File: src/rtl/rec_buf_pkg.sv
package rec_buf_pkg;

  // ----------------------------------------
  // geometry
  // ----------------------------------------
  localparam int pixel_w    = 8;
  localparam int lanes      = 4;
  localparam int lane_pix   = 8;
  localparam int bank_adr_w = 8;
  // luma 64x64 in 128 words, two chroma planes in 32 words each
  localparam int bank_depth = 192;

  // ----------------------------------------
  // codes
  // ----------------------------------------
  typedef enum logic [1:0] {
    size_08 = 2'd0,
    size_16 = 2'd1,
    size_32 = 2'd2
  } size_t;

  typedef enum logic [1:0] {
    plane_y = 2'd0,
    plane_u = 2'd1,
    plane_v = 2'd2
  } plane_t;

  // ----------------------------------------
  // request and data
  // ----------------------------------------
  // block coordinates in 4x4 units
  typedef struct packed {
    plane_t     sel;
    size_t      siz;
    logic [3:0] blk_x;
    logic [3:0] blk_y;
    logic [4:0] idx;
  } buf_req_t;

  typedef logic [lane_pix*pixel_w-1:0] bank_word_t;

  // lane 0 in the low bits
  typedef bank_word_t [lanes-1:0] line_t;

  typedef logic [bank_adr_w-1:0] bank_adr_t;

  typedef bank_adr_t [lanes-1:0] bank_adr_vec_t;

  // ----------------------------------------
  // lane to bank mapping
  // ----------------------------------------
  // shared by the write and read routers
  function automatic logic [1:0] lane_bank(
    input size_t      siz,
    input logic [3:0] blk_x,
    input logic [4:0] idx,
    input logic [1:0] lane
  );
    logic [1:0] base;
    base = {~lane[0], ~lane[1]};
    case (siz)
      // rotation step from blk_x[2:1], bit order swapped
      size_08: lane_bank = ~lane + {blk_x[1], blk_x[2]};
      size_16: lane_bank = base + {idx[1], blk_x[2]};
      default: lane_bank = base + idx[1:0];
    endcase
  endfunction

endpackage

File: src/rtl/wr_lane_router.sv
`timescale 1ns/1ps

module wr_lane_router (
  input  rec_buf_pkg::buf_req_t req_i,
  input  rec_buf_pkg::line_t    dat_i,
  output rec_buf_pkg::line_t    bank_dat_o
);

  import rec_buf_pkg::*;

  logic [1:0] lane_to_bank [lanes];

  // ----------------------------------------
  // destination bank of every lane
  // ----------------------------------------
  for (genvar l = 0; l < lanes; l++) begin : g_lane
    assign lane_to_bank[l] = lane_bank(req_i.siz, req_i.blk_x, req_i.idx, 2'(l));
  end

  // ----------------------------------------
  // gather one lane per bank
  // ----------------------------------------
  for (genvar b = 0; b < lanes; b++) begin : g_bank
    always_comb begin
      bank_dat_o[b] = '0;
      // mapping is a permutation, exactly one lane hits
      for (int l = 0; l < lanes; l++) begin
        if (lane_to_bank[l] == 2'(b)) begin
          bank_dat_o[b] = dat_i[l];
        end
      end
    end
  end

endmodule

File: config.mk
export PLATFORM = sky130hd
export DESIGN_NAME = wr_lane_router
export DESIGN_NICKNAME = d
export VERILOG_FILES = /design/src/rtl/rec_buf_pkg.sv /design/src/rtl/wr_lane_router.sv
export SDC_FILE = /design/constraint.sdc
export NUM_CORES = 1
export LEC_CHECK = 0
export ABC_AREA = 1
export BUFFER_PORTS_ARGS = -buffer_cell sky130_fd_sc_hd__buf_2
export CORE_AREA = 2 2 204 206
export DETAILED_ROUTE_END_ITERATION = 10
export DIE_AREA = 0 0 206 208
export GPL_TIMING_DRIVEN = 0
export PLACE_DENSITY = 0.44
export RECOVER_POWER = 50
export SLEW_MARGIN = 15
export SYNTH_ARGS = -nofsm -noshare
export SYNTH_HDL_FRONTEND = slang
export SYNTH_SLANG_ARGS = --single-unit
export TNS_END_PERCENT = 30
File: constraint.sdc
create_clock -name vclk -period 2.99
set_input_delay 0.1495 -clock vclk [all_inputs]
set_output_delay 0.1495 -clock vclk [all_outputs]
set_load 0.01 [all_outputs]
==> reports/metrics.csv <==
metric;value;unit
Area contributors post-synth;nand4_1, nand2_1, nand3_1;
cts hold-fix bufs;0;
Fmax;351;MHz
critical path's top delay family;buffers and inverters;
via count;15100;
Required @ worst endpoint;2840;ps
largest net degree at the start of global routing;11;
Crit path arrival time;2700;ps
Die X;206;µm
final WL;70000;µm
initial drt markers;1954;
Vias/cell;5.93;
critical path cell sequence;buf_2 > inv_2 > nand2_1 > nand2_2 > nand3_1 > nand2_1 > clkbuf_1 > nand3_1 > nand4_1 > buf_2;
setup TNS;0;ps
FF+latch area;0;µm²
Avg Cell Area, Syn;4.90;µm²
Seq cells;0;
WL per Instance;27.4;µm
Core Region;0.0406;mm²
FILL cells;4892;
Final min period;2850;ps
Hold WC Path Type;in -> out;
Multi-input gate area;0.00640;mm²
synth unique cells;15;
sequential cell area fraction in the yosys report;0;%
max-cap viol count;0;
Yosys top cell area share;38.3;%
number of global-route vias before repair;14600;
Yosys top cell by area;nand4_1;
crit-path max FO;10;
dpl hpwl;52600;µm
Initial Util;18.0;%
crit start category;input port;
buffer and inverter count on the worst path;4;
crit path max-delay cell type;clkbuf_1;
Post-Syn Nets;1767;
overall die height;208;µm
Gate Count Post-Synth;1494;
final setup vio count;0;
# resized after CTS;0;
global-route wire length before repair;99200;µm
clock buffer count;0;
YS warnings;0;
GRT Total Usage;30.6;%
initial antenna violation count;5;
share of layout cells above drive strength 1;26.9;%
num rows;74;
count leader, synth;nand2_1;
Setup crit end kind;output pin;
residual DRC count;0;
Post CTS Setup Buffer Count;0;
max incr delay on CP;900;ps
Critical Setup Path Class;in -> out;
Die ar.;0.0428;mm²
commonest cells in the synthesized netlist;nand2_1, nand4_1, nand3_1;
crit share post-route;95.2;%
Ports;529;
GPL Wtd Cong;0.950;
P&R area growth vs syn;42.7;%
Syn Std Cell Area;0.00732;mm²
final slew viol count;0;
IO Port Bufs;518;
Congestion Overflow GR;0;
Slew @ Worst Pin;1130;ps
DRT Pass-1 Iters;6;
final net count;2287;
RSZ-0062 raised after global routing;false;
ANT nets after route;0;
relative slew slack;24.4;%
outcome;finished clean;
final hold vios;0;
## layer usage
layer  global-route usage [%]  vias up  wire (µm)
li1                         -     6526          -
met1                     39.9     7232      28000
met2                     50.0     1194      32300
met3                     5.98      178       7240
met4                     10.1        0       2450
met5                        0        -          0
## kinds of logic after synthesis
family | count (synthesis) | synth area share, %
AND/OR/NAND/NOR | 1308 | 87.4
buffers and inverters | 186 | 12.6
## area by class of cell
cell class                 count  area share, %
antenna                        8          0.192
buffer                       180           8.35
inverter                       6          0.216
multi-input combinational   1308           61.3
tap                          532           6.38
timing repair buffer         518           23.6
## metrics by stage
| stage | util (%) | hold slack, ps | instances | area (µm²) | setup WS, ps |
|---|---|---|---|---|---|
| CTS | 26.1 | 663 | 2544 | 10600 | 181 |
| finish | 25.7 | 659 | 2552 | 10400 | 144 |
| floorplan | - | 451 | 1494 | 7320 | 1680 |
| global placement | 26.1 | 664 | 2544 | 10600 | 176 |
| detailed placement | 26.1 | 661 | 2544 | 10600 | 186 |
| global route | 25.7 | 685 | 2548 | 10400 | 23.6 |
## path summary, 6_finish.rpt
| kind | start | endpoint | slack [ps] | cells past startpoint |
|---|---|---|---|---|
| worst min-delay path | dat_i[209] | bank_dat_o[145] | 660 | 4 |
| worst max-delay path | req_i[14] | bank_dat_o[249] | 140 | 10 |
## cells in the final DEF (no fill, tap or decap), types with 3 or more instances in the layout
| cell | Yosys | routed |
|---|---|---|
| nand2_1 | 587 | 587 |
| buf_2 | 111 | 506 |
| nand4_1 | 448 | 448 |
| nand3_1 | 261 | 261 |
| clkbuf_1 | 44 | 165 |
| buf_4 | 22 | 21 |
| diode_2 | 0 | 8 |
| inv_2 | 3 | 3 |
| inv_1 | 3 | 3 |
| nor2_2 | 3 | 3 |
| nor2_1 | 3 | 3 |
| buf_1 | 3 | 3 |
| clkbuf_2 | 0 | 3 |
