--- src/rtl/rec_buf_pkg.sv ---
package rec_buf_pkg;

  // ----------------------------------------
  // geometry
  // ----------------------------------------
  localparam int pixel_w    = 8;
  localparam int lanes      = 4;
  localparam int lane_pix   = 8;
  localparam int bank_adr_w = 8;
  // luma 64x64 in 128 words, two chroma planes in 32 words each
  localparam int bank_depth = 192;

  // ----------------------------------------
  // codes
  // ----------------------------------------
  typedef enum logic [1:0] {
    size_08 = 2'd0,
    size_16 = 2'd1,
    size_32 = 2'd2
  } size_t;

  typedef enum logic [1:0] {
    plane_y = 2'd0,
    plane_u = 2'd1,
    plane_v = 2'd2
  } plane_t;

  // ----------------------------------------
  // request and data
  // ----------------------------------------
  // block coordinates in 4x4 units
  typedef struct packed {
    plane_t     sel;
    size_t      siz;
    logic [3:0] blk_x;
    logic [3:0] blk_y;
    logic [4:0] idx;
  } buf_req_t;

  typedef logic [lane_pix*pixel_w-1:0] bank_word_t;

  // lane 0 in the low bits
  typedef bank_word_t [lanes-1:0] line_t;

  typedef logic [bank_adr_w-1:0] bank_adr_t;

  typedef bank_adr_t [lanes-1:0] bank_adr_vec_t;

  // ----------------------------------------
  // lane to bank mapping
  // ----------------------------------------
  // shared by the write and read routers
  function automatic logic [1:0] lane_bank(
    input size_t      siz,
    input logic [3:0] blk_x,
    input logic [4:0] idx,
    input logic [1:0] lane
  );
    logic [1:0] base;
    base = {~lane[0], ~lane[1]};
    case (siz)
      // rotation step from blk_x[2:1], bit order swapped
      size_08: lane_bank = ~lane + {blk_x[1], blk_x[2]};
      size_16: lane_bank = base + {idx[1], blk_x[2]};
      default: lane_bank = base + idx[1:0];
    endcase
  endfunction

endpackage

--- src/rtl/rd_lane_router.sv ---
`timescale 1ns/1ps

module rd_lane_router (
  input  logic                  clk,
  input  logic                  rstn,
  input  logic                  rd_en_i,
  input  rec_buf_pkg::buf_req_t req_i,
  input  rec_buf_pkg::line_t    bank_dat_i,
  output rec_buf_pkg::line_t    dat_o,
  output logic                  vld_o
);

  import rec_buf_pkg::*;

  size_t      siz_r;
  logic [3:0] blk_x_r;
  logic [4:0] idx_r;

  // ----------------------------------------
  // request delay
  // ----------------------------------------
  // lines up with the registered bank read
  always_ff @(posedge clk or negedge rstn) begin
    if (!rstn) begin
      siz_r   <= size_08;
      blk_x_r <= '0;
      idx_r   <= '0;
    end else if (rd_en_i) begin
      siz_r   <= req_i.siz;
      blk_x_r <= req_i.blk_x;
      idx_r   <= req_i.idx;
    end
  end

  always_ff @(posedge clk or negedge rstn) begin
    if (!rstn) begin
      vld_o <= 1'b0;
    end else begin
      vld_o <= rd_en_i;
    end
  end

  // ----------------------------------------
  // lane reorder
  // ----------------------------------------
  for (genvar l = 0; l < lanes; l++) begin : g_lane
    logic [1:0] src_bank;

    assign src_bank = lane_bank(siz_r, blk_x_r, idx_r, 2'(l));
    assign dat_o[l] = bank_dat_i[src_bank];
  end

endmodule

--- config.mk ---
export PLATFORM = sky130hd
export DESIGN_NAME = rd_lane_router
export DESIGN_NICKNAME = d
export VERILOG_FILES = /design/src/rtl/rec_buf_pkg.sv /design/src/rtl/rd_lane_router.sv
export SDC_FILE = /design/constraint.sdc
export NUM_CORES = 1
export LEC_CHECK = 0
export ABC_CLOCK_PERIOD_IN_PS = 5200
export BUFFER_PORTS_ARGS = -buffer_cell sky130_fd_sc_hd__buf_2
export CORE_AREA = 2 2 205 207
export DETAILED_ROUTE_END_ITERATION = 8
export DIE_AREA = 0 0 207 209
export GPL_TIMING_DRIVEN = 1
export PLACE_DENSITY = 0.37
export SLEW_MARGIN = 20
export SYNTH_ARGS = -nofsm -noshare
export SYNTH_HDL_FRONTEND = slang
export SYNTH_SLANG_ARGS = --single-unit
--- constraint.sdc ---
create_clock -name clk -period 5.2 [get_ports clk]
set_input_delay 0 -clock clk [delete_from_list [all_inputs] [get_ports clk]]
set_output_delay 0 -clock clk [all_outputs]
set_load 0.005 [all_outputs]
==> impl_metrics.env <==
export IMPL_htree_levels=1
export IMPL_skew_ns=0
export IMPL_drc=0
export IMPL_slew_violations=0
export IMPL_clk_pin_slew_worst_paths_ns=0.04
export IMPL_max_slew_margin=0.4260
export IMPL_die_area_mm2=0.04326
export IMPL_ys_seq_elements=7
export IMPL_synth_net_count=617
export IMPL_syn_avg_cell_area_um2=19.16
export IMPL_ant_nets=0
export IMPL_place_hpwl_um=21460
export IMPL_holdWs_ns=0.009293
export IMPL_internal_power_mw=1.277
export IMPL_worst_hold_path_type="in2reg"
export IMPL_gr_total_overflow=0
export IMPL_min_period_ns=2.981
export IMPL_cts_buffers=3
export IMPL_cts_tree="built"
export IMPL_startpoint_type="flip-flop"
export IMPL_ys_seq_area_frac=0.02681
export IMPL_clkLatencyLatePin_ns=0.23
export IMPL_setup_worst_path_end_class="output pin"
export IMPL_vias=6560
export IMPL_grt_usage=0.1174
export IMPL_crit_arrival_ns=2.98
export IMPL_area_delta_synth_final_pct=48.63
export IMPL_combPwrFrac=0.909
export IMPL_fmax_mhz=335.5
export IMPL_antenna_found_initial=4
export IMPL_power_density_mw_per_mm2=225.4
export IMPL_p_leak_nw=3.954
export IMPL_cp_cell_sequence="xnor2_1 > mux2_2 > o21ai_4 > buf_4 > buf_4 > mux4_2 > buf_2"
export IMPL_criticalPathCategory="reg2out"
export IMPL_p_seq_frac=0.032
export IMPL_drtIter0Drc=398
export IMPL_first_pass_iters=6
export IMPL_drive_gt1_frac=0.9732
export IMPL_sw_frac_of_total=0.4165
export IMPL_die_x_um=207
export IMPL_routed_via_density=4.824
export IMPL_crit_fanout=33
export IMPL_setup_ws_ns=2.219
export IMPL_grt_pass1_wl_um=41540
export IMPL_totalNegativeSetupSlack_ns=0
export IMPL_ir_drop_mv=0.1613
export IMPL_grt_pass1_vias=6825
export IMPL_p_clk_frac=0.059
export IMPL_io_buffers=521
export IMPL_post_dp_cell_area_mm2=0.009608
export IMPL_cpPeakStageDelay_ns=0.60
export IMPL_die_y_um=209
export IMPL_netlist_area_mm2=0.006533
export IMPL_ys_warn_count=0
export IMPL_hold_viol_final=0
export IMPL_synthCells=341
export IMPL_place_ws_ns=2.446
export IMPL_gp_congestion=0.7691
export IMPL_power_switching_mw=0.9114
export IMPL_clock_path_buffers=2
export IMPL_rsz0062_at_grt="no"
export IMPL_cp_slowest_cell="buf_4"
export IMPL_io_pins=533
export IMPL_start_util=0.1582
export IMPL_nNetsFinal=1097
export IMPL_core_area_mm2=0.04129
export IMPL_worst_pin_slew_ns=0.8578
export IMPL_cp_required_ns=5.20
export IMPL_max_cap_violations=0
export IMPL_stdcell_area_mm2=0.009709
export IMPL_fin_crit_sh=0.5732
export IMPL_postCtsSetupRepairBufs=0
export IMPL_wl_per_cell_um=19.89
export IMPL_cts_sinks=7
export IMPL_wl_um=27050
export IMPL_cts_root_buf="clkbuf_16"
export IMPL_finalSetupViolCount=0
export IMPL_synth_cell_types=17
export IMPL_critPathMostFrequentCell="buf_4"
export IMPL_rows=75
export IMPL_status="complete, no violations"
export IMPL_grt_start_max_net_pins=71
[timing repair]
item / 4_1_cts / 5_1_grt
hold endpoints to repair: 8 / 0
gates resized for setup: 0 / 0
hold buffers: 2 / 0
[through the flow]
step	util	power [mW]	std cells
floorplan	-	1.303	341
global placement	0.2327	2.114	1353
detailed placement	0.2327	2.089	1353
CTS	0.2351	2.235	1359
global route	0.2352	2.352	1360
finish	0.2352	2.188	1360
[cell families after synthesis]
| kind of cell | after synthesis | synth area share |
|---|---|---|
| simple gates | 5 | 0.002872 |
| flops | 7 | 0.02682 |
| xor+xnor | 4 | 0.005364 |
| mux | 264 | 0.8979 |
| buf+inv | 57 | 0.06187 |
| compound gates | 4 | 0.005171 |
[path summary, 6_finish.rpt]
check                             end  depth (start not counted)        from  slack [ns]
min reg2reg                  idx_r[1]                          1    idx_r[1]        0.60
max reg2reg                  siz_r[1]                          1    siz_r[1]        4.24
max in group asynchronous  blk_x_r[2]                          2        rstn        4.89
min                        blk_x_r[2]                          2   req_i[11]       0.009
max                         dat_o[89]                          7  blk_x_r[2]        2.22
min in group asynchronous    idx_r[1]                          2        rstn        0.14
[routing by layer]
| metal | GRT usage | part of all wire | vias up |
|---|---|---|---|
| li1 | - | - | 2719 |
| met1 | 0.1531 | 0.40 | 3469 |
| met2 | 0.2054 | 0.52 | 344 |
| met3 | 0.02329 | 0.071 | 24 |
| met4 | 0.01724 | 0.013 | 4 |
| met5 | 0 | 0.0010 | - |
[cell usage after synthesis]
cell type,count,area [um^2]
nor2_1,1,3.750
mux2_2,7,78.83
xnor2_1,2,17.52
nand2_1,4,15.01
xor2_1,2,17.52
o21ai_1,1,5.000
clkbuf_1,1,3.750
buf_4,23,172.7
o21ai_4,1,16.27
o21ai_0,1,5.000
buf_6,10,112.6
mux4_2,253,5698
buf_2,23,115.1
dfrtp_1,7,175.2
mux4_1,3,78.83
mux2i_1,1,10.01
a21boi_0,1,7.510
[cell usage in the layout, fill, tap and decap left out]
cell type / count
a21boi_4: 1
buf_12: 7
buf_2: 521
buf_4: 2
clkbuf_1: 1
clkbuf_16: 3
dfrtp_1: 7
diode_2: 1
dlygate4sd3_1: 2
mux2_2: 7
mux2i_4: 1
mux4_1: 3
mux4_2: 253
nand2_1: 3
nand2_4: 1
nor2_1: 1
o21ai_0: 1
o21ai_4: 2
xnor2_1: 2
xor2_1: 2
[registers in the layout (all words and copies together) (netlist names)]
register and flops:
idx_r 2, siz_r 2, blk_x_r 2, vld_o 1
[critical path, delay by kind of cell (launching register included)]
kind / cells / cell delay [ns]
xor+xnor: 1 / 0.16
mux: 2 / 0.71
buf+inv: 3 / 1.23
flops: 1 / 0.46
compound gates: 1 / 0.11
[layout make-up]
class	count	area (um^2)
fillers	4465	31580
multi-input cells	277	5996
diodes	1	2.502
flip-flops and latches	7	175.2
clock buffers	4	78.83
well taps	539	674.4
repair buffers	532	2783
[power groups by stage]
stage               clock network, mW  logic (mW)  registers (mW)
finish                          0.129        1.99          0.0692
global route                    0.136        2.15          0.0712
CTS                             0.132        2.03          0.0698
detailed placement                  0        2.02          0.0703
global placement                    0        2.04          0.0702
floorplan                           0        1.24          0.0650
No activity file was read; power rests on OpenSTA's default activity.
