$ cat config.mk
export PLATFORM = sky130hd
export DESIGN_NAME = bank_addr_gen
export DESIGN_NICKNAME = d
export VERILOG_FILES = /design/src/rtl/rec_buf_pkg.sv /design/src/rtl/bank_addr_gen.sv
export SDC_FILE = /design/constraint.sdc
export NUM_CORES = 1
export LEC_CHECK = 0
export ABC_AREA = 0
export BUFFER_PORTS_ARGS = -buffer_cell sky130_fd_sc_hd__buf_2
export CORE_AREA = 10 10 47 49
export DETAILED_ROUTE_END_ITERATION = 16
export DIE_AREA = 0 0 57 59
export PLACE_DENSITY = 0.67
export SYNTH_ARGS = -nofsm -noshare
export SYNTH_HDL_FRONTEND = slang
export SYNTH_SLANG_ARGS = --single-unit
$ cat constraint.sdc
create_clock -name vclk -period 2.2
set_input_delay 0.66 -clock vclk [all_inputs]
set_output_delay 0.66 -clock vclk [all_outputs]
set_load 0.02 [all_outputs]
$ cat src/rtl/rec_buf_pkg.sv
package rec_buf_pkg;

  // ----------------------------------------
  // geometry
  // ----------------------------------------
  localparam int pixel_w    = 8;
  localparam int lanes      = 4;
  localparam int lane_pix   = 8;
  localparam int bank_adr_w = 8;
  // luma 64x64 in 128 words, two chroma planes in 32 words each
  localparam int bank_depth = 192;

  // ----------------------------------------
  // codes
  // ----------------------------------------
  typedef enum logic [1:0] {
    size_08 = 2'd0,
    size_16 = 2'd1,
    size_32 = 2'd2
  } size_t;

  typedef enum logic [1:0] {
    plane_y = 2'd0,
    plane_u = 2'd1,
    plane_v = 2'd2
  } plane_t;

  // ----------------------------------------
  // request and data
  // ----------------------------------------
  // block coordinates in 4x4 units
  typedef struct packed {
    plane_t     sel;
    size_t      siz;
    logic [3:0] blk_x;
    logic [3:0] blk_y;
    logic [4:0] idx;
  } buf_req_t;

  typedef logic [lane_pix*pixel_w-1:0] bank_word_t;

  // lane 0 in the low bits
  typedef bank_word_t [lanes-1:0] line_t;

  typedef logic [bank_adr_w-1:0] bank_adr_t;

  typedef bank_adr_t [lanes-1:0] bank_adr_vec_t;

  // ----------------------------------------
  // lane to bank mapping
  // ----------------------------------------
  // shared by the write and read routers
  function automatic logic [1:0] lane_bank(
    input size_t      siz,
    input logic [3:0] blk_x,
    input logic [4:0] idx,
    input logic [1:0] lane
  );
    logic [1:0] base;
    base = {~lane[0], ~lane[1]};
    case (siz)
      // rotation step from blk_x[2:1], bit order swapped
      size_08: lane_bank = ~lane + {blk_x[1], blk_x[2]};
      size_16: lane_bank = base + {idx[1], blk_x[2]};
      default: lane_bank = base + idx[1:0];
    endcase
  endfunction

endpackage

$ cat src/rtl/bank_addr_gen.sv
`timescale 1ns/1ps

module bank_addr_gen (
  input  rec_buf_pkg::buf_req_t      req_i,
  output rec_buf_pkg::bank_adr_vec_t adr_o
);

  import rec_buf_pkg::*;

  logic [2:0] adr_hi;
  logic [2:0] adr_mi;
  logic [1:0] rot;

  // ----------------------------------------
  // plane region
  // ----------------------------------------
  always_comb begin
    if (req_i.sel == plane_y) begin
      adr_hi = {1'b0, req_i.blk_y[3], req_i.blk_x[3]};
    end else begin
      // chroma marker, then U or V
      adr_hi = {1'b1, 1'b0, req_i.sel == plane_v};
    end
  end

  // ----------------------------------------
  // row group by size
  // ----------------------------------------
  always_comb begin
    case (req_i.siz)
      size_08: adr_mi = {req_i.blk_y[2:1], req_i.idx[2]};
      size_16: adr_mi = {req_i.blk_y[2], req_i.idx[3:2]};
      default: adr_mi = req_i.idx[4:2];
    endcase
  end

  assign rot = {req_i.blk_x[1], req_i.blk_x[2]};

  // ----------------------------------------
  // per bank row offset
  // ----------------------------------------
  for (genvar b = 0; b < lanes; b++) begin : g_bank
    logic [1:0] adr_lo;

    always_comb begin
      case (req_i.siz)
        // undoes the lane rotation of lane_bank
        size_08: adr_lo = 2'(b) - rot;
        // odd banks see the inverted half
        size_16: adr_lo = {req_i.idx[1], req_i.blk_x[2] ^ (b % 2 == 1)};
        default: adr_lo = req_i.idx[1:0];
      endcase
    end

    assign adr_o[b] = {adr_hi, adr_mi, adr_lo};
  end

endmodule

==> run_results.csv, run 1 <==
group,metric,value,unit
power,power,124,uW
route,dr.pass1.iters,2,
synth,syn_avg_cell_area,7.35,um2
timing,setup_viol,0,
layout,final.clkbuf_count,0,
layout,final_cell_area,377,um2
setup_path,path_class,"input port to primary output",
timing,finalCritPeriodShare,96.3,%
route,viasPerCell,4.04,
min_path,whs_path_depth,0,
synth,syn_nets,57,
timing,finalHoldViolations,0,
setup_path,critPathRequiredTime,1540,ps
clock_network,post-cts-setup-buffers,0,
synth,syn_inst,40,
layout,drive_above_1_share,80.6,%
job,maxCapViolations,0,
layout,ff_latch_area,0,um2
die,dieWidth,57,um
layout,nets,81,
placement,gp_congestion,0.644,
route,drt-wirelength-per-cell,12.2,um
placement,place_inst,78,
die,row_count,14,
placement,portBuffers,42,
placement,dpl-instance-area,377,um2
min_path,min_path_type,"input port to primary output",
synth,synth_cell_types,13,
clock_network,holdBufCountCts,0,
grt,grt_use_total,4.82,%
grt,grt_max_degree,6,
timing,finalMaxSlewViolations,0,
layout,n_sequential_cell,0,
timing,period_minus_slack,2120,ps
layout,mostFrequentLayoutCells,"buf_2 (42), inv_1 (3), o21ai_0 (3), nor2_1 (2), mux2_4 (2)",
power,ir_drop,0.0703,mV
synth,synth_area,294,um2
setup_path,path_cells,"buf_2 -> nor2_4 -> mux2_4 -> buf_2",
grt,antenna_found_initial,0,
timing,timing.fmax,0.472,GHz
setup_path,crit_start,"req_i[14]",
setup_path,slowest_stage,"mux2_4",
die,pin_count,49,
grt,grt_pass1_wl,1480,um
layout,fin_util,26.9,%
setup_path,cp-end-kind,"primary output",
synth,ys_seq_area_share,0,%
route,vias,315,
clock_network,ctsResizeCount,0,
layout,diodes,0,
timing,rsz0062_at_grt,"no",
die,die_area,3360,um2
timing,tightest_slew,216,ps
route,drt_wl_total,948,um
layout,syn_to_final_growth,28.1,%
power,power.density,328,nW/um2
outcome,outcome,"finished, final reports clean",
timing,tns,0,ps
setup_path,setup.worst_path.end,"adr_o[19]",
setup_path,cpPeakStageDelay,330,ps
layout,final_common_cell,"buf_2",
layout,fillers,167,
setup_path,worstPathArrival,1460,ps
die,die_h,59,um
grt,grt-ovfl-total,0,
setup_path,cp_max_fo,4,
grt,grt_pass1_vias,350,
die,core,1400,um2
power,p_leak,0.241,nW
setup_path,crit_top_cell,"buf_2",
setup_path,cp-start-kind,"input port",
layout,final_cells,78,
timing,maxSlewHeadroom,85.5,%
die,start_util,21.0,%
route,antenna_left,0,
route,drc,0,
synth,yosysWarnings,0,
route,first_iter_violations,1,
-- per-stage QoR --
step | setup WS (ps) | hold slack [ps]
6_report | 81.7 | 1320
3_3_place_gp | 80.7 | 1320
5_1_grt | 55.4 | 1320
3_5_place_dp | 71.8 | 1320
2_1_floorplan | 18.5 | 1420
4_1_cts | 71.8 | 1320
-- per-layer routing --
metal,share of wire (%),track usage (%),vias to the layer above
li1,-,-,152
met1,39,5.76,128
met2,36,6.82,35
met3,25,3.86,0
met4,0,0.336,0
met5,0,0,-
-- cell type report --
class                           instances  area [um2]  share of cell area [%]
Inverter                                3        11.3                    2.99
Multi-Input combinational cell         16         128                    33.9
Tap cell                               16        20.0                    5.32
Timing Repair Buffer                   43         218                    57.8
-- worst min-delay path by stage --
stage                         start         to  slack (ps)
after floorplan           req_i[15]   adr_o[5]        1420
after global placement     req_i[2]  adr_o[10]        1320
after detailed placement   req_i[2]  adr_o[10]        1320
after CTS                  req_i[2]  adr_o[10]        1320
after global routing       req_i[2]  adr_o[10]        1320
final                      req_i[2]  adr_o[10]        1320
-- kinds of logic (layout without fill, tap and decap cells) --
family | after synthesis | count (layout) | synth area share, %
buffers and inverters | 24 | 46 | 57.4
and+or+nand+nor | 6 | 6 | 11.1
AOI/OAI and AO/OA | 5 | 5 | 11.1
muxes | 4 | 4 | 17.4
xor gates and xnor gates | 1 | 1 | 2.98
-- synthesized netlist by cell type (all sizes together) --
| cell type | count | area, um2 |
|---|---|---|
| buf | 21 | 158 |
| nor2 | 4 | 22.5 |
| inv | 3 | 11.3 |
| mux2 | 3 | 41.3 |
| o21ai | 3 | 15.0 |
| a21bo | 1 | 10.0 |
| mux2i | 1 | 10.0 |
| nand2 | 1 | 3.75 |
| o31ai | 1 | 7.51 |
| or2 | 1 | 6.26 |
| xor2 | 1 | 8.76 |
-- power breakdown --
part	internal, mW	total (mW)	switching [mW]
Sequential	0	0	0
Clock	0	0	0
Combinational	0.0459	0.124	0.0776
Total	0.0459	0.124	0.0776
-- critical path: cells and delay by family --
kind,cells,cell delay (ps)
muxes,1,330
buffers and inverters,2,300
and+or+nand+nor,1,170
No activity file was read; power rests on OpenSTA's default activity.
==> run 2: changes to the inputs <==
--- a/config.mk
+++ b/config.mk
@@ -5,12 +5,12 @@
 export SDC_FILE = /design/constraint.sdc
 export NUM_CORES = 1
 export LEC_CHECK = 0
-export ABC_AREA = 0
+export ABC_AREA = 1
 export BUFFER_PORTS_ARGS = -buffer_cell sky130_fd_sc_hd__buf_2
 export CORE_AREA = 10 10 47 49
 export DETAILED_ROUTE_END_ITERATION = 16
 export DIE_AREA = 0 0 57 59
-export PLACE_DENSITY = 0.67
+export PLACE_DENSITY = 0.66
 export SYNTH_ARGS = -nofsm -noshare
 export SYNTH_HDL_FRONTEND = slang
 export SYNTH_SLANG_ARGS = --single-unit
==> run 2 against run 1 <==
Global-route usage shrank 0.18 points; critical path type unchanged; die area is the same; power shrank 3.7%; largest cell class unchanged; via count grew 13%; cell count grew 10%; count of clock-buffer cells in the layout is the same; hold slack is the same; combinational power shrank 4%; critical endpoint is now adr_o[14]; maximum frequency grew 1.8%.
==> run_results.csv, run 2 <==
group,metric,value,unit
layout,n_sequential_cell,0,
synth,yosysWarnings,0,
route,viasPerCell,4.14,
placement,dp_hpwl,900,um
route,vias,356,
synth,yosysTopAreaCell,"buf_4",
timing,finalHoldViolations,0,
grt,grt_use_total,4.64,%
route,drt_wl_total,971,um
min_path,whs_path_depth,0,
setup_path,path_class,"input port to primary output",
die,start_util,20.5,%
setup_path,cp-end-kind,"primary output",
job,maxCapViolations,0,
die,die_area,3360,um2
synth,ys_seq_area_share,0,%
die,row_count,14,
timing,period_minus_slack,2080,ps
die,die_h,59,um
setup_path,cp_max_fo,5,
synth,synth_compound_area_share,12.2,%
synth,synth_top_family_by_area,"buffers and inverters",
synth,synth_common_cells,"buf_4 (21), nand2_1 (7), inv_1 (6), o21ai_0 (6), nor2_1 (3)",
min_path,hold_start,"req_i[2]",
grt,grt_pass1_vias,367,
outcome,outcome,"finished, final reports clean",
power,ir_drop,0.0726,mV
timing,tns,0,ps
synth,synth_xor_area_share,0,%
synth,synth_area,288,um2
route,first_iter_violations,3,
synth,synth_area_leaders,"buf_4 (55%), o21ai_0 (10%), nand2_1 (9.1%)",
synth,synth_top_area_share,54.8,%
layout,nets,89,
layout,diodes,0,
setup_path,cp-start-kind,"input port",
layout,final_common_cell,"buf_2",
synth,syn_inst,49,
die,pin_count,49,
timing,timing.fmax,0.481,GHz
setup_path,worstPathArrival,1420,ps
synth,synth_cell_types,11,
layout,fin_util,25.9,%
layout,ff_latch_area,0,um2
layout,mostFrequentLayoutCells,"buf_2 (42), nand2_1 (7), inv_1 (6), o21ai_0 (5)",
placement,gp_congestion,0.748,
min_path,whs_endpoint,"adr_o[10]",
synth,syn_avg_cell_area,5.87,um2
synth,synth.most_common_cell,"buf_4",
grt,grt_pass1_wl,1440,um
route,drt-wirelength-per-cell,11.3,um
route,drc,0,
grt,grt_max_degree,9,
layout,final.clkbuf_count,0,
route,antenna_left,0,
route,dr.pass1.iters,4,
grt,antenna_found_initial,0,
die,core,1400,um2
timing,setup_viol,0,
timing,finalMaxSlewViolations,0,
synth,synthAdderAreaFrac,0,%
power,power.density,328,nW/um2
synth,synthMuxAreaShare,0,%
placement,portBuffers,42,
synth,syn_nets,66,
timing,maxSlewHeadroom,86.0,%
layout,syn_to_final_growth,26.1,%
min_path,min_path_type,"input port to primary output",
setup_path,critPathRequiredTime,1540,ps
clock_network,post-cts-setup-buffers,0,
die,dieWidth,57,um
synth,yosys.area_share.simple,25.2,%
grt,grt-ovfl-total,0,
layout,drive_above_1_share,65.7,%
clock_network,ctsResizeCount,0,
layout,fillers,160,
timing,tightest_slew,209,ps
timing,rsz0062_at_grt,"no",
power,p_leak,0.246,nW
timing,finalCritPeriodShare,94.6,%
clock_network,holdBufCountCts,0,
[run 2: power by group]
part           internal (mW)  leakage, nW  total (mW)  switching (mW)
Combinational         0.0396        0.246       0.119          0.0794
Clock                      0            0           0               0
Sequential                 0            0           0               0
Total                 0.0396        0.246       0.119          0.0794
[run 2: critical path, cell delays in order]
cell	delay (ps)
buf_2	100
or2_2	330
nor2_2	140
buf_2	190
[run 2: metal layers]
| metal | share of wire, % | routed length (um) | vias to the layer above | track usage [%] |
|---|---|---|---|---|
| met5 | 0 | 0 | - | 0 |
| met4 | 0.21 | 2 | 0 | 0.336 |
| met3 | 24 | 234 | 2 | 3.86 |
| met2 | 36 | 346 | 42 | 7.91 |
| met1 | 40 | 388 | 142 | 4.44 |
| li1 | - | - | 170 | - |
[run 2: how the worst max path moves through the flow]
| stage | from | end | slack [ps] | cells after the start |
|---|---|---|---|---|
| 2_1_floorplan | req_i[16] | adr_o[14] | 20 | 3 |
| 6_report | req_i[16] | adr_o[14] | 120 | 4 |
| 3_5_place_dp | req_i[16] | adr_o[22] | 110 | 4 |
| 3_3_place_gp | req_i[16] | adr_o[30] | 130 | 4 |
| 5_1_grt | req_i[16] | adr_o[22] | 60 | 4 |
| 4_1_cts | req_i[16] | adr_o[22] | 110 | 4 |
[run 2: cells by family after synthesis]
family | after synthesis
compound gates | 7
simple gates | 15
buf+inv | 27
[run 2: final cells by class]
type	count	area (um2)	area share [%]
tap	16	20.0	5.52
multi-input combinational	22	110	30.3
timing repair buffer	42	210	57.9
inverter	6	22.5	6.21
[run 2: through the flow]
| stage | power (mW) | hold slack, ps | area [um2] | std cells | worst slack (ps) |
|---|---|---|---|---|---|
| 2_1_floorplan | 0.106 | 1420 | 290 | 49 | 18.5 |
| 3_3_place_gp | 0.120 | 1320 | 363 | 86 | 129 |
| 3_5_place_dp | 0.121 | 1320 | 363 | 86 | 114 |
| 4_1_cts | 0.121 | 1320 | 363 | 86 | 110 |
| 5_1_grt | 0.129 | 1320 | 363 | 86 | 64.6 |
| 6_report | 0.119 | 1320 | 363 | 86 | 119 |
==> run 3: changes to the inputs <==
--- a/config.mk
+++ b/config.mk
@@ -10,7 +10,9 @@
 export CORE_AREA = 10 10 47 49
 export DETAILED_ROUTE_END_ITERATION = 16
 export DIE_AREA = 0 0 57 59
+export GPL_TIMING_DRIVEN = 0
 export PLACE_DENSITY = 0.66
+export SETUP_SLACK_MARGIN = 0.15
 export SYNTH_ARGS = -nofsm -noshare
 export SYNTH_HDL_FRONTEND = slang
 export SYNTH_SLANG_ARGS = --single-unit
==> constraint.sdc (replaced) <==
create_clock -name vclk -period 2
set_input_delay 0.6 -clock vclk [all_inputs]
set_output_delay 0.6 -clock vclk [all_outputs]
set_load 0.02 [all_outputs]
==> run 3 against run 2 <==
Utilization grew 22 points; via count grew 14%; die area is the same; hold slack gained 100 ps; critical path type unchanged; largest cell class unchanged; largest power group unchanged; highest routed layer is now met3.
==> run_results.csv, run 3 (synthesis gave the netlist of run 2 again) <==
group,metric,value,unit
setup_path,cp_max_fo,5,
placement,portBuffers,46,
layout,diodes,0,
grt,top_usage_layer,"met2",
setup_path,critPathRequiredTime,1400,ps
layout,ff_latch_area,0,um2
layout,n_sequential_cell,0,
grt,grt_use_total,6.34,%
timing,whs,1420,ps
layout,final_common_cell,"buf_2",
setup_path,cp-start-kind,"input port",
route,dr.pass1.iters,2,
layout,fin_util,48.2,%
timing,finalMaxSlewViolations,0,
grt,grt_use_met2,14.0,%
layout,mostFrequentLayoutCells,"buf_2 (33), buf_6 (17), buf_4 (16), inv_1 (6), nand2_1 (6)",
layout,fillers,155,
die,dieWidth,57,um
layout,final_cells,111,
grt,antenna_found_initial,0,
timing,maxSlewHeadroom,84.9,%
timing,timing.fmax,0.523,GHz
die,die_area,3360,um2
die,pin_count,49,
min_path,hold_start,"req_i[2]",
grt,grt_max_degree,9,
route,first_iter_violations,1,
grt,grt_pass1_vias,396,
timing,tightest_slew,226,ps
timing,finalHoldViolations,0,
route,drt-wirelength-per-cell,11.3,um
power,p_leak,0.403,nW
min_path,min_path_type,"input port to primary output",
layout,nets,114,
setup_path,cp-end-kind,"primary output",
grt,met3_usage,3.43,%
layout,final.clkbuf_count,0,
route,antenna_left,0,
grt,grt-ovfl-total,0,
min_path,whs_path_depth,2,
timing,period_minus_slack,1910,ps
placement,gp_congestion,0.731,
outcome,outcome,"finished, final reports clean",
die,die_h,59,um
route,vias,407,
die,start_util,20.5,%
layout,drive_above_1_share,80.0,%
layout,syn_to_final_growth,135,%
placement,place_inst,111,
timing,setup_viol,0,
grt,grt_pass1_wl,1800,um
placement,dp_hpwl,1130,um
timing,rsz0062_at_grt,"yes",
route,viasPerCell,3.67,
grt,met1_usage,4.85,%
power,ir_drop,0.122,mV
min_path,whs_endpoint,"adr_o[26]",
power,power,213,uW
timing,finalCritPeriodShare,95.6,%
die,row_count,14,
setup_path,path_class,"input port to primary output",
setup_path,worstPathArrival,1310,ps
job,maxCapViolations,0,
route,drt_wl_total,1250,um
power,power.density,315,nW/um2
route,drc,0,
clock_network,holdBufCountCts,0,
die,core,1400,um2
[run 3: timing repair]
item                                    CTS  global route
endpoints found under the setup margin   17            15
gates resized for setup                  22            13
pin swaps                                 5             4
setup buffers                             0             0
[run 3: layout make-up]
type | count | area, um2 | share of cell area (%)
Timing Repair Buffer | 46 | 317 | 46.9
Multi-Input combinational cell | 22 | 136 | 20.2
Buffer | 21 | 180 | 26.7
Tap cell | 16 | 20.0 | 2.96
Inverter | 6 | 22.5 | 3.33
[run 3: stage by stage]
stage | setup WS [ps] | cell area (um2) | TNS [ps]
after floorplan | 105 | 309 | 0
after global placement | 6.75 | 559 | 0
after detailed placement | -4.04 | 559 | -4.04
after CTS | 81.3 | 629 | 0
after global routing | 63.6 | 676 | 0
final | 87.8 | 676 | 0
[run 3: how the worst max path moves through the flow]
stage | startpoint | to | depth (start not counted)
floorplan | req_i[16] | adr_o[14] | 3
global placement | req_i[16] | adr_o[14] | 5
detailed placement | req_i[16] | adr_o[14] | 5
CTS | req_i[15] | adr_o[14] | 5
global route | req_i[15] | adr_o[30] | 5
finish | req_i[15] | adr_o[22] | 5
[run 3: routing by layer]
| layer | up-vias | wire length [um] | share of wire, % |
|---|---|---|---|
| li1 | 226 | - | - |
| met1 | 163 | 339 | 27 |
| met2 | 18 | 764 | 61 |
| met3 | 0 | 147 | 12 |
| met4 | 0 | 0 | 0 |
| met5 | - | 0 | 0 |
[run 3: power breakdown]
group          leakage [nW]  internal, mW  switching (mW)
Sequential                0             0               0
Clock                     0             0               0
Combinational         0.403         0.104           0.109
Total                 0.403         0.104           0.109
[run 3: critical path, stage by stage]
cell and delay, ps:
buf_6 90, or2_4 270, nor2_4 140, buf_6 110
buf_6 100
